File: src/logic/proc_defines.svh
//--------------------------------------------------------------------------
// command processor parameters
// buffer and sample widths, counter sizes and fixed reply words
//--------------------------------------------------------------------------

`ifndef PROC_DEFINES_SVH
`define PROC_DEFINES_SVH

`define CMD_BYTES     8                 // bytes per command
`define SAMPLE_W      12                // signed adc sample
`define BUF_ADDR_W    10                // sample buffer address
`define BUF_DEPTH     (1 << `BUF_ADDR_W)

`define FW_VERSION    32'd16            // info reply for byte1 = 0
`define SETTINGS_ACK  32'd37            // reply to the settings command

`define LEN_W         32                // reply length in bytes
`define CNT_W         16                // trigger and event counters

`endif
File: src/logic/acq_pkg.sv
//--------------------------------------------------------------------------
// acquisition side types
// samples, trigger state, trigger settings and event status
//--------------------------------------------------------------------------

`include "proc_defines.svh"

package acq_pkg;

	typedef logic signed [`SAMPLE_W-1:0] sample_t;

	typedef enum logic [2:0] {
		ACQ_IDLE,
		ACQ_WAIT_LOW,
		ACQ_WAIT_HIGH,
		ACQ_COLLECT,
		ACQ_READY
	} acq_state_e;

	typedef struct packed {
		sample_t            lower;     // a sample below it starts the trigger
		sample_t            upper;     // a sample above it fires the trigger
		logic               thresh_en; // trigger type 1
		logic [`CNT_W-1:0]  length;    // samples to take after trigger
	} trig_cfg_t;

	typedef struct packed {
		logic [`CNT_W-1:0]      events;     // completed events
		logic [`CNT_W-1:0]      trig_count; // 0 in idle and all ones when ready
		logic [`BUF_ADDR_W-1:0] trig_addr;  // buffer address of the trigger
	} acq_status_t;

endpackage

File: src/logic/acq_trigger.sv
//--------------------------------------------------------------------------
// acquisition trigger
// writes samples into the ring buffer and tracks the threshold trigger
//--------------------------------------------------------------------------

`timescale 1ns/1ps
`include "proc_defines.svh"

module acq_trigger
	import acq_pkg::*;
(
	input  logic                   clk,
	input  logic                   rstn,
	input  logic                   i_sample_valid,
	input  sample_t                i_sample,
	input  logic                   i_arm,
	input  trig_cfg_t              i_trig_cfg,
	input  logic                   i_readout_done,
	output logic                   o_wr_en,
	output logic [`BUF_ADDR_W-1:0] o_wr_addr,
	output sample_t                o_wr_data,
	output acq_status_t            o_status
);

	acq_state_e             state;
	logic [`BUF_ADDR_W-1:0] wr_addr, trig_addr;
	logic [`CNT_W-1:0]      trig_cnt, evt_cnt;

	// keep writing until the event is complete, so pre-trigger data survives
	assign o_wr_en   = i_sample_valid && (state != ACQ_READY);
	assign o_wr_addr = wr_addr;
	assign o_wr_data = i_sample;

	always_ff @(posedge clk or negedge rstn) begin
		if (!rstn) begin
			state     <= ACQ_IDLE;
			wr_addr   <= '0;
			trig_addr <= '0;
			trig_cnt  <= '0;
			evt_cnt   <= '0;
		end else begin
			if (o_wr_en) wr_addr <= wr_addr + 1'b1;   // wraps at depth
			case (state)
				ACQ_IDLE: begin
					trig_cnt <= '0;
					if (i_arm) begin
						if (i_trig_cfg.thresh_en) begin
							state <= ACQ_WAIT_LOW;
						end else begin
							trig_addr <= wr_addr;   // immediate trigger
							state     <= ACQ_COLLECT;
						end
					end
				end
				ACQ_WAIT_LOW:
					if (i_sample_valid && $signed(i_sample) < $signed(i_trig_cfg.lower))
						state <= ACQ_WAIT_HIGH;
				ACQ_WAIT_HIGH:
					if (i_sample_valid && $signed(i_sample) > $signed(i_trig_cfg.upper)) begin
						trig_addr <= wr_addr;   // address of this sample
						state     <= ACQ_COLLECT;
					end
				ACQ_COLLECT: if (i_sample_valid) begin
					if (trig_cnt != i_trig_cfg.length) begin
						trig_cnt <= trig_cnt + 1'b1;
					end else begin
						evt_cnt  <= evt_cnt + 1'b1;
						trig_cnt <= '1;             // flags event ready
						state    <= ACQ_READY;
					end
				end
				ACQ_READY: begin
					trig_cnt <= '1;
					if (i_readout_done) begin
						trig_cnt <= '0;
						state    <= ACQ_IDLE;
					end
				end
				default: state <= ACQ_IDLE;
			endcase
		end
	end

	assign o_status = '{events: evt_cnt, trig_count: trig_cnt, trig_addr: trig_addr};

endmodule

File: config.mk
export PLATFORM = sky130hd
export DESIGN_NAME = acq_trigger
export DESIGN_NICKNAME = d
export VERILOG_FILES = /design/src/logic/acq_pkg.sv /design/src/logic/acq_trigger.sv
export VERILOG_INCLUDE_DIRS = /design/src /design/src/logic
export SDC_FILE = /design/constraint.sdc
export NUM_CORES = 1
export LEC_CHECK = 0
export BUFFER_PORTS_ARGS = -buffer_cell sky130_fd_sc_hd__buf_2
export CAP_MARGIN = 0
export CORE_MARGIN = 1.5
export CORE_UTILIZATION = 50
export CTS_BUF_LIST = sky130_fd_sc_hd__clkbuf_16
export DETAILED_ROUTE_END_ITERATION = 10
export HOLD_SLACK_MARGIN = 0.06
export PLACE_DENSITY_LB_ADDON = 0.25
export SYNTH_ARGS = -nofsm -noshare
export SYNTH_HDL_FRONTEND = slang
export SYNTH_SLANG_ARGS = --single-unit
File: constraint.sdc
create_clock -name clk -period 3.6 [get_ports clk]
set_input_delay 0.36 -clock clk [delete_from_list [all_inputs] [get_ports clk]]
set_output_delay 0.36 -clock clk [all_outputs]
set_load 0.01 [all_outputs]
# After elaboration in Yosys (flattened, before gate mapping)
# Index checks and enable logic that the tools add are counted.
# W data, S select, Z words.
[totals]
n_memories = 0
mem_bits_ro = 0
mem_bits_rw = 0
inputBits = 58
out_inout_bits = 65
latchBits = 0
register_bits = 55
[op_classes]
magnitude_cmp = 2
add_sub_neg = 3
shift = 0
n_reduce_logical = 10
n_mux = 16
eq_ne = 13
bitwise = 1
multipliers = 0
n_div = 0
[ops]
columns = ["cell", "count"]
rows = [
  ["$mux W16", 3],
  ["$pmux W16 S3", 1],
  ["$add A16 B1 Y16 const B", 2],
  ["$mux W10", 3],
  ["$pmux W10 S2", 1],
  ["$mux W3", 6],
  ["$ne A16 B16 Y1", 1],
  ["$pmux W3 S5", 1],
  ["$ne A2 B2 Y1 const B", 7],
  ["$gt A12 B12 Y1", 1],
  ["$lt A12 B12 Y1", 1],
  ["$add A10 B1 Y10 const B", 1],
  ["$eq A3 B2 Y1 const B", 2],
  ["$reduce_and A6 Y1", 1],
  ["$reduce_and A4 Y1", 1],
  ["$eq A3 B1 Y1 const B", 1],
  ["$eq A3 B3 Y1 const B", 1],
  ["$logic_and A1 B1 Y1", 3],
  ["$logic_not A3 Y1", 1],
  ["$ne A3 B3 Y1 const B", 1],
  ["$reduce_and A3 Y1", 1],
  ["$reduce_bool A3 Y1", 1],
  ["$mux W2", 1],
  ["$reduce_and A2 Y1", 1],
  ["2 further kinds", 2],
]

# Longest topological paths before layout
# Gate-level depths: netlist of the first run.
[depth]
word_depth = 4
mapped_depth = 9

# Worst setup path before layout of the first run
# OpenSTA, ideal clock, no wires.
[synth_path]
path_kind = "input -> register"
start = "input port i_trig_cfg[18] (netlist bit)"
end = "register trig_addr[0]"
n_path_buf = 0
arrival_time_ns = 2.118
path_stages = 9
path_slack_ns = 1.357
required_time_ns = 3.475
path_cell_list = "inv_1 ha_1 nor2b_1 o211ai_1 a21oi_2 nor4_1 o311ai_4 nand4_4 mux2_2"
[synth_between]
elab_chain_cells = 4
[synth_rtl]
columns = ["element", "line_no", "rtl"]
rows = [
  ["start: declaration", "acq_trigger.sv:17", "input trig_cfg_t i_trig_cfg,"],
  ["$gt A12 B12 Y1", "acq_trigger.sv:59", "if (i_sample_valid && $signed(i_sample) > $signed(i_trig_cfg.upper)) begin"],
  ["$logic_and A1 B1 Y1", "acq_trigger.sv:59", ""],
  ["$ne A2 B2 Y1 (no source line)", "n/a", ""],
  ["$reduce_and A4 Y1 (no source line)", "n/a", ""],
  ["end signal: assignment", "acq_trigger.sv:50", "trig_addr <= wr_addr;"],
  ["end signal: assignment", "acq_trigger.sv:60", "trig_addr <= wr_addr;"],
  ["end: declaration", "acq_trigger.sv:26", "logic [`BUF_ADDR_W-1:0] wr_addr, trig_addr;"],
]
# Every way passes these cells.
# A chain may end at the register's enable or synchronous reset.

# Worst setup path after layout of the first run
[layout_path]
start = "register trig_cnt[5]"
end = "register evt_cnt[5]"
[layout_between]
elab_chain_cells = 3
[layout_rtl]
columns = ["element", "line_no", "rtl"]
rows = [
  ["start: declaration", "acq_trigger.sv:27", "logic [`CNT_W-1:0] trig_cnt, evt_cnt;"],
  ["start signal: assignment", "acq_trigger.sv:65", "trig_cnt <= trig_cnt + 1'b1;"],
  ["$ne A16 B16 Y1", "acq_trigger.sv:64", "if (trig_cnt != i_trig_cfg.length) begin"],
  ["$not A1 Y1 (no source line)", "n/a", ""],
  ["$reduce_and A3 Y1 (no source line)", "n/a", ""],
  ["end signal: assignment", "acq_trigger.sv:67", "evt_cnt <= evt_cnt + 1'b1;"],
  ["end: declaration", "acq_trigger.sv:27", ""],
]
# Every way passes these cells.

==> out/qor_table.md, run 1 <==
| Step | Parameter | Reported |
| --- | --- | --- |
| run status | Run status | finished clean |
| timing | Unrepaired setup endpoints after global routing | false |
| clock network | CTS tree | yes |
| yosys | Total of warnings raised by yosys | 0 |
| die | Boundary Pins | 123 |
| timing | Total count of max-transition violations in the final report | 0 |
| die | Die Span X | 86.9 um |
| placed design | Routability congestion estimate from global placement | 0.862 |
| detailed routing | Violation count after the first detailed-route iteration | 94 |
| worst setup path | Worst setup path category | reg2reg |
| die | Number of standard-cell rows in the floorplan | 30 |
| placed design | Final HPWL DP | 6070 um |
| global routing | Antenna violations before repair | 0 |
| detailed routing | Met2 layer wire length in the routed design | 3910 um |
| timing | Clock skew | 0.00489 ns |
| clock network | Clock Sink Count | 55 |
| timing | Highest achievable clock rate | 408 MHz |
| finish | Fraction of final layout cells with drive strength greater than 1 | 0.320 |
| worst setup path | Crit. End Element | flop |
| finish | Layout Cell Area excl Fill | 0.00426 sq mm |
| yosys | Avg Cell Area, Syn | 9.69 sq um |
| detailed routing | Number of antenna-violating nets in the routed design | 0 |
| finish | Growth of design area from synthesis to finish | 21.2% |
| timing | Number of setup violations in the final report | 0 |
| die | Core footprint | 0.00679 sq mm |
| timing | Final setup margin | 1.15 ns |
| finish | Post-layout instance count excluding filler cells | 571 |
| placed design | Total instance count after detailed placement | 563 |
| global routing | Global-route wire length before repair | 13,000 um |
| yosys | Count of flip-flops with a built-in enable after synthesis | 0 |
| global routing | Vias in the first global route | 2,937 |
| global routing | Largest net degree at the start of global routing | 41 |
| power and ir drop | Total design power | 2390 uW |
| worst setup path | Kind of launch point of the worst setup path | flop |
| clock network | Number of buffers on the longest clock path | 2 |
| clock network | Post-CTS repair timing setup buffer count | 0 |
| clock network | Latest clock arrival within the worst-skew pair | 0.29 ns |
| yosys | Count of mapped cells out of synthesis | 363 |
| clock network | TritonCTS buffer count | 5 |
| clock network | Root buffer selected by CTS | sky130_fd_sc_hd__clkbuf_16 |
| timing | Tightest slew margin relative to the limit | 0.402 |
| placed design | Worst setup timing slack at the placement stage | 1.10 ns |
| yosys | Portion of the post-synthesis area used by sequential elements | 0.391 |
| yosys | Post-Syn Area | 0.00352 sq mm |
| worst hold path | Classification of the worst-slack hold path | in2async |
| die | Effective utilization at floorplan | 0.518 |
| placed design | Placed cell area | 0.00412 sq mm |
| power and ir drop | Worst vdd ir | 0.269 mV |
| detailed routing | Met1 Routed Length | 3490 um |
| timing | Total negative slack for setup checks | 0 ns |
| timing | Min Tclk post-route | 2.45 ns |
| worst setup path | Crit path max fanout | 9 |
| yosys | Ys async rst share | 1.00 |
| worst setup path | Worst path arrival time | 2.62 ns |
| timing | Final Hold Fails | 0 |
| detailed routing | Vias per inst | 5.46 |
| finish | Area occupied by registers | 0.00138 sq mm |
| placed design | Quantity of I/O buffers inserted on ports | 122 |
| finish | Multi-input logic area | 0.00189 sq mm |
| detailed routing | Met3 routed wirelength | 399 um |
| job | Max_cap viols | 0 |
| die | Die Y | 86.9 um |
| global routing | Global route overflow | 0 |
| clock network | Clock slew seen by the registers of the worst setup and hold paths | 0.07 ns |
| yosys | Unique cell type count in the Yosys netlist | 45 |
| clock network | Post-CTS resize count | 0 |
| power and ir drop | Reported leakage power | 0.00230 uW |
| clock network | H-tree depth | 2 |
| detailed routing | Detailed-router iteration count before antenna repair | 4 |
| finish | Antenna Diode Count | 0 |
| detailed routing | Via Count | 3,116 |
| timing | Slew at the pin with the worst max-slew slack | 0.897 ns |
| worst setup path | CP Data Required Time | 3.77 ns |
| yosys | Primary FF master, synth | sky130_fd_sc_hd__dfrtp_1 |
| power and ir drop | Power density over the cells | 560 mW/mm^2 |
| detailed routing | Routed wire length per instance | 13.7 um |
| yosys | Synthesized Nets | 447 |
| die | Area enclosed by the die boundary | 0.00755 sq mm |
| finish | Fillcell total | 606 |
| global routing | Combined global-route utilization of all metal layers | 0.214 |
| timing | Tcrit/Tclk final | 0.681 |
| detailed routing | Highest routing layer actually used | met4 |
| clock network | Cts hold-fix bufs | 0 |
| detailed routing | Final wirelength | 7850 um |
| finish | Layout Nets | 558 |
| yosys | Total of flip-flops plus latches after synthesis | 55 |
| detailed routing | Number of remaining DRC errors | 0 |
layer usage:
layer / vias up / global-route usage
li1: 1508 / -
met4: 0 / 0.0587
met3: 4 / 0.0417
met1: 1492 / 0.267
met2: 112 / 0.375
met5: - / 0
cell usage after synthesis (all sizes together) (3+ instances only):
cell    number  area share
o31ai        3      0.0064
o211ai       3      0.0064
xnor2       21       0.052
inv         27       0.029
a221o        5       0.014
buf         18       0.040
and4         4       0.010
nor2        22       0.023
clkbuf       3      0.0032
a21o         5       0.011
a31oi        6       0.011
xor2        19       0.047
nor4         6       0.011
nand3       16       0.024
o22a         4       0.010
a21oi       23       0.035
dfrtp       55        0.39
and3        11       0.020
ha          26       0.092
o21ai       19       0.027
nand2       22       0.023
nand4       16       0.033
mux2        13       0.043
worst paths after layout:
check / start / depth (start not counted) / slack (ns) / endpoint
min: rstn / 1 / 0.20 / trig_cnt[10]$_DFFE_PN0P_
min reg2reg: evt_cnt[15]$_DFFE_PN0P_ / 1 / 0.48 / evt_cnt[15]$_DFFE_PN0P_
max reg2reg: trig_cnt[5]$_DFFE_PN0P_ / 6 / 1.15 / evt_cnt[5]$_DFFE_PN0P_
min in group clk: i_readout_done / 3 / 0.38 / state[2]$_DFFE_PN0P_
max in group asynchronous: rstn / 2 / 2.66 / trig_addr[7]$_DFFE_PN0P_
max: trig_cnt[5]$_DFFE_PN0P_ / 6 / 1.15 / evt_cnt[5]$_DFFE_PN0P_
stage by stage:
step,hold WS [ns],util
after floorplan,0.0644,-
after global placement,0.458,0.606
after detailed placement,0.475,0.606
after CTS,0.231,0.627
after global routing,0.274,0.627
final,0.201,0.627
sequential cells by signal (all words and copies together), names as in the netlist:
| name | count |
|---|---|
| o_wr_addr | 10 |
| evt_cnt | 16 |
| trig_cnt | 16 |
| trig_addr | 10 |
| state | 3 |
placed cells by master, fill, tap and decap left out, types with 12 or more instances in the layout:
cell type                 instances
sky130_fd_sc_hd__dfrtp_1         55
sky130_fd_sc_hd__xor2_1          19
sky130_fd_sc_hd__nand4_1         15
sky130_fd_sc_hd__o21ai_0         18
sky130_fd_sc_hd__mux2_2          12
sky130_fd_sc_hd__inv_1           28
sky130_fd_sc_hd__ha_1            26
sky130_fd_sc_hd__nand2_1         22
sky130_fd_sc_hd__nor2_1          22
sky130_fd_sc_hd__buf_2          122
sky130_fd_sc_hd__nand3_1         15
sky130_fd_sc_hd__a21oi_1         21
sky130_fd_sc_hd__xnor2_1         21
where the power goes:
part | internal [uW] | total, uW | switching, uW
logic | 424 | 914 | 490
clock network | 258 | 472 | 214
registers | 768 | 999 | 232
worst max-delay path: stages, from the launching register on:
cell and delay [ns]:
sky130_fd_sc_hd__dfrtp_1 0.48, sky130_fd_sc_hd__xor2_1 0.18, sky130_fd_sc_hd__nor4_1 0.44, sky130_fd_sc_hd__nand4_1 0.39, sky130_fd_sc_hd__nor2_1 0.51, sky130_fd_sc_hd__nand4_1 0.18, sky130_fd_sc_hd__xnor2_1 0.16
area by class of cell:
type / instances / share of cell area
Clock buffer: 5 / 0.0294
Clock inverter: 3 / 0.00470
Inverter: 27 / 0.0238
Multi-Input combinational cell: 260 / 0.443
Sequential cell: 55 / 0.323
Tap cell: 96 / 0.0282
Timing Repair Buffer: 125 / 0.149
kinds of logic after synthesis:
| kind of cell | after synthesis | share of synthesized area |
|---|---|---|
| and+or+nand+nor | 107 | 0.162 |
| muxes | 13 | 0.0427 |
| AOI/OAI and AO/OA | 74 | 0.140 |
| xor gates and xnor gates | 40 | 0.0996 |
| buffers and inverters | 48 | 0.0722 |
| adders and majority gates | 26 | 0.0925 |
| DFF | 55 | 0.391 |
Power figures use the tool's default switching activity.
==> run 2: changes to the inputs <==
--- a/config.mk
+++ b/config.mk
@@ -6,10 +6,11 @@
 export SDC_FILE = /design/constraint.sdc
 export NUM_CORES = 1
 export LEC_CHECK = 0
+export ABC_AREA = 1
 export BUFFER_PORTS_ARGS = -buffer_cell sky130_fd_sc_hd__buf_2
 export CAP_MARGIN = 0
 export CORE_MARGIN = 1.5
-export CORE_UTILIZATION = 50
+export CORE_UTILIZATION = 47
 export CTS_BUF_LIST = sky130_fd_sc_hd__clkbuf_16
 export DETAILED_ROUTE_END_ITERATION = 10
 export HOLD_SLACK_MARGIN = 0.06
==> constraint.sdc (replaced) <==
create_clock -name clk -period 2.06 [get_ports clk]
set_input_delay 0.206 -clock clk [delete_from_list [all_inputs] [get_ports clk]]
set_output_delay 0.206 -clock clk [all_outputs]
set_load 0.01 [all_outputs]
==> run 2 against run 1 <==
Compared with the run above:
- non-clock buffer count grew 3
- worst hold slack got worse by 0.15 ns
- fmax rose by 33%
- critical path depth increased by 3
- synthesized cell count rose by 54%
- wire length up 16%
==> out/qor_table.md, run 2 <==
| Step | Parameter | Reported |
| --- | --- | --- |
| run status | Run status | finished clean |
| power and ir drop | Power density over the cells | 1060 mW/mm^2 |
| timing | Tightest slew margin relative to the limit | 0.515 |
| placed design | Placed cell area | 0.00461 sq mm |
| finish | Growth of design area from synthesis to finish | 20.8% |
| yosys | Unique cell type count in the Yosys netlist | 30 |
| finish | Layout Nets | 762 |
| worst setup path | CP Data Required Time | 2.27 ns |
| yosys | Fraction of synthesized cell area taken by the top area cell type | 0.350 |
| finish | Multi-input logic area | 0.00207 sq mm |
| detailed routing | Highest routing layer actually used | met4 |
| worst setup path | Crit-path slowest cell | sky130_fd_sc_hd__dfrtp_1 |
| timing | Total count of max-transition violations in the final report | 0 |
| die | Area enclosed by the die boundary | 0.00894 sq mm |
| timing | Clock skew | 0.00754 ns |
| global routing | Global-route wire length before repair | 15,600 um |
| timing | Slew at the pin with the worst max-slew slack | 0.728 ns |
| detailed routing | Number of remaining DRC errors | 0 |
| finish | Area occupied by registers | 0.00138 sq mm |
| die | Die Y | 94.5 um |
| worst setup path | Kind of launch point of the worst setup path | flop |
| finish | Antenna Diode Count | 0 |
| global routing | Global route overflow | 0 |
| worst setup path | Worst Path Buf+Inv | 3 |
| worst setup path | Worst setup path category | reg2reg |
| clock network | Number of buffers on the longest clock path | 2 |
| timing | Final setup margin | 0.216 ns |
| detailed routing | Detailed-router iteration count before antenna repair | 4 |
| die | Effective utilization at floorplan | 0.482 |
| die | Boundary Pins | 123 |
| global routing | Largest net degree at the start of global routing | 56 |
| timing | Hold_ws | 0.0538 ns |
| yosys | Ys async rst share | 1.00 |
| detailed routing | Met2 layer wire length in the routed design | 4430 um |
| placed design | Routability congestion estimate from global placement | 0.910 |
| die | Core footprint | 0.00818 sq mm |
| worst setup path | Delay of the slowest critical-path stage | 0.41 ns |
| placed design | Worst setup timing slack at the placement stage | 0.132 ns |
| yosys | Most used standard cells in the synthesized netlist | 170 x sky130_fd_sc_hd__nand2_1, 97 x sky130_fd_sc_hd__inv_1, 55 x sky130_fd_sc_hd__dfrtp_1 |
| yosys | Synthesized Nets | 643 |
| timing | Tcrit/Tclk final | 0.895 |
| detailed routing | Met1 Routed Length | 4190 um |
| detailed routing | Violation count after the first detailed-route iteration | 168 |
| global routing | Vias in the first global route | 3,574 |
| global routing | Antenna violations before repair | 0 |
| yosys | Dominant cells by area after synthesis | sky130_fd_sc_hd__dfrtp_1 35%, sky130_fd_sc_hd__nand2_1 16%, sky130_fd_sc_hd__inv_1 9.2%, sky130_fd_sc_hd__ha_1 8.3%, sky130_fd_sc_hd__o21ai_0 4.7% |
| timing | Final Hold Fails | 0 |
| worst setup path | Worst path arrival time | 2.06 ns |
| yosys | Total of flip-flops plus latches after synthesis | 55 |
| yosys | Top cell type by total area after synthesis | sky130_fd_sc_hd__dfrtp_1 |
| worst setup path | Crit. End Element | flop |
| timing | Min Tclk post-route | 1.84 ns |
| yosys | Post-Syn Area | 0.00394 sq mm |
| clock network | CTS tree | yes |
| power and ir drop | Worst vdd ir | 0.796 mV |
| finish | Most frequent standard cell in the layout excluding fill and tap cells | sky130_fd_sc_hd__nand2_1 |
| yosys | Portion of the post-synthesis area used by sequential elements | 0.350 |
| finish | Fraction of final layout cells with drive strength greater than 1 | 0.227 |
| finish | Fillcell total | 805 |
| detailed routing | Number of antenna-violating nets in the routed design | 0 |
| placed design | Total instance count after detailed placement | 776 |
| yosys | Total of warnings raised by yosys | 0 |
| global routing | Combined global-route utilization of all metal layers | 0.215 |
| worst setup path | Cell repeated most along the worst path | sky130_fd_sc_hd__inv_2 |
| detailed routing | Via Count | 3,807 |
| yosys | Avg Cell Area, Syn | 7.04 sq um |
| placed design | Final HPWL DP | 7180 um |
| finish | Commonest non-fill, non-tap cells in the layout | 169 x sky130_fd_sc_hd__nand2_1, 122 x sky130_fd_sc_hd__buf_2, 98 x sky130_fd_sc_hd__inv_1 |
| finish | Post-layout instance count excluding filler cells | 784 |
| clock network | Latest clock arrival within the worst-skew pair | 0.29 ns |
| timing | Highest achievable clock rate | 542 MHz |
| detailed routing | Vias per inst | 4.86 |
| worst setup path | Crit path max fanout | 10 |
| die | Die Span X | 94.5 um |
| detailed routing | Final wirelength | 9120 um |
| clock network | Clock slew seen by the registers of the worst setup and hold paths | 0.07 ns |
| yosys | Most frequent cell after synthesis | sky130_fd_sc_hd__nand2_1 |
| yosys | Count of flip-flops with a built-in enable after synthesis | 0 |
| clock network | Post-CTS resize count | 0 |
| placed design | Quantity of I/O buffers inserted on ports | 122 |
| clock network | TritonCTS buffer count | 5 |
| worst hold path | Classification of the worst-slack hold path | in2async |
| detailed routing | Routed wire length per instance | 11.6 um |
| finish | Layout Cell Area excl Fill | 0.00476 sq mm |
| timing | Total negative slack for setup checks | 0 ns |
| yosys | Primary FF master, synth | sky130_fd_sc_hd__dfrtp_1 |
| worst setup path | Crit-path cells | inv_2, nor3_4, inv_2, nor2_8, inv_4, nor2_4, nand2_2, nor2_2, xor2_1 |
| timing | Unrepaired setup endpoints after global routing | false |
| clock network | Clock Sink Count | 55 |
| clock network | H-tree depth | 2 |
| detailed routing | Met3 routed wirelength | 427 um |
| timing | Number of setup violations in the final report | 0 |
| clock network | Post-CTS repair timing setup buffer count | 0 |
| die | Number of standard-cell rows in the floorplan | 33 |
| clock network | Root buffer selected by CTS | sky130_fd_sc_hd__clkbuf_16 |
| clock network | Cts hold-fix bufs | 0 |
| worst setup path | Crit-path leading delay family | simple AND/OR/NAND/NOR gates |
| finish | Largest registers | evt_cnt (16), trig_cnt (16) |
| yosys | Count of mapped cells out of synthesis | 559 |
| job | Max_cap viols | 0 |
| power and ir drop | Reported leakage power | 0.00278 uW |
run 2: cell types whose count changed in the layout (fill, tap and decap cells not counted), moves of 9 or more:
cell                      before  now
sky130_fd_sc_hd__and3_1       11    0
sky130_fd_sc_hd__inv_1        28   98
sky130_fd_sc_hd__mux2_2       12    0
sky130_fd_sc_hd__nand2_1      22  169
sky130_fd_sc_hd__nand3_1      15   27
sky130_fd_sc_hd__nor2_1       22   38
sky130_fd_sc_hd__o21ai_0      18   37
sky130_fd_sc_hd__xnor2_1      21   12
run 2: cells by family after synthesis:
logic type               count (synthesis)  share of synthesized area
adder cells (fa/ha/maj)                 26                     0.0826
AO/OA/AOI/OAI                           63                     0.0855
flip-flops                              55                      0.350
XOR/XNOR                                25                     0.0556
buffers and inverters                  118                      0.126
AND/OR/NAND/NOR                        272                      0.301
run 2: area by class of cell:
cell class                      count  area share
Tap cell                          105      0.0276
Multi-Input combinational cell    386       0.435
Clock buffer                        5      0.0263
Timing Repair Buffer              128       0.138
Sequential cell                    55       0.289
Clock inverter                      3     0.00342
Inverter                          102      0.0810
run 2: through the flow:
stage                      util  power (uW)
after global placement    0.564        4150
after detailed placement  0.564        4210
after global routing      0.582        5510
after CTS                 0.582        5070
after floorplan               -        3400
final                     0.582        5030
run 2: report_power, final:
part / total (uW) / internal [uW] / switching [uW]
sequential: 1830 / 1460 / 372
combinational: 2370 / 913 / 1450
clock: 835 / 446 / 389
total: 5030 / 2810 / 2210
run 2: layer usage:
metal	GRT usage	vias to the layer above
met4	0.0460	0
met2	0.381	91
met5	0	-
met3	0.0266	7
met1	0.281	1731
li1	-	1978
run 2: path summary, 6_finish.rpt:
kind	start	endpoint	slack (ns)	cells after the start
max	state[1]$_DFFE_PN0P_	evt_cnt[4]$_DFFE_PN0P_	0.22	9
min	rstn	trig_cnt[12]$_DFFE_PN0P_	0.05	2
max reg2reg	state[1]$_DFFE_PN0P_	evt_cnt[4]$_DFFE_PN0P_	0.22	9
min reg2reg	trig_addr[0]$_DFFE_PN0P_	trig_addr[0]$_DFFE_PN0P_	0.48	2
max in group asynchronous	rstn	o_wr_addr[0]$_DFFE_PN0P_	1.52	2
min in group clk	i_readout_done	state[2]$_DFFE_PN0P_	0.36	4
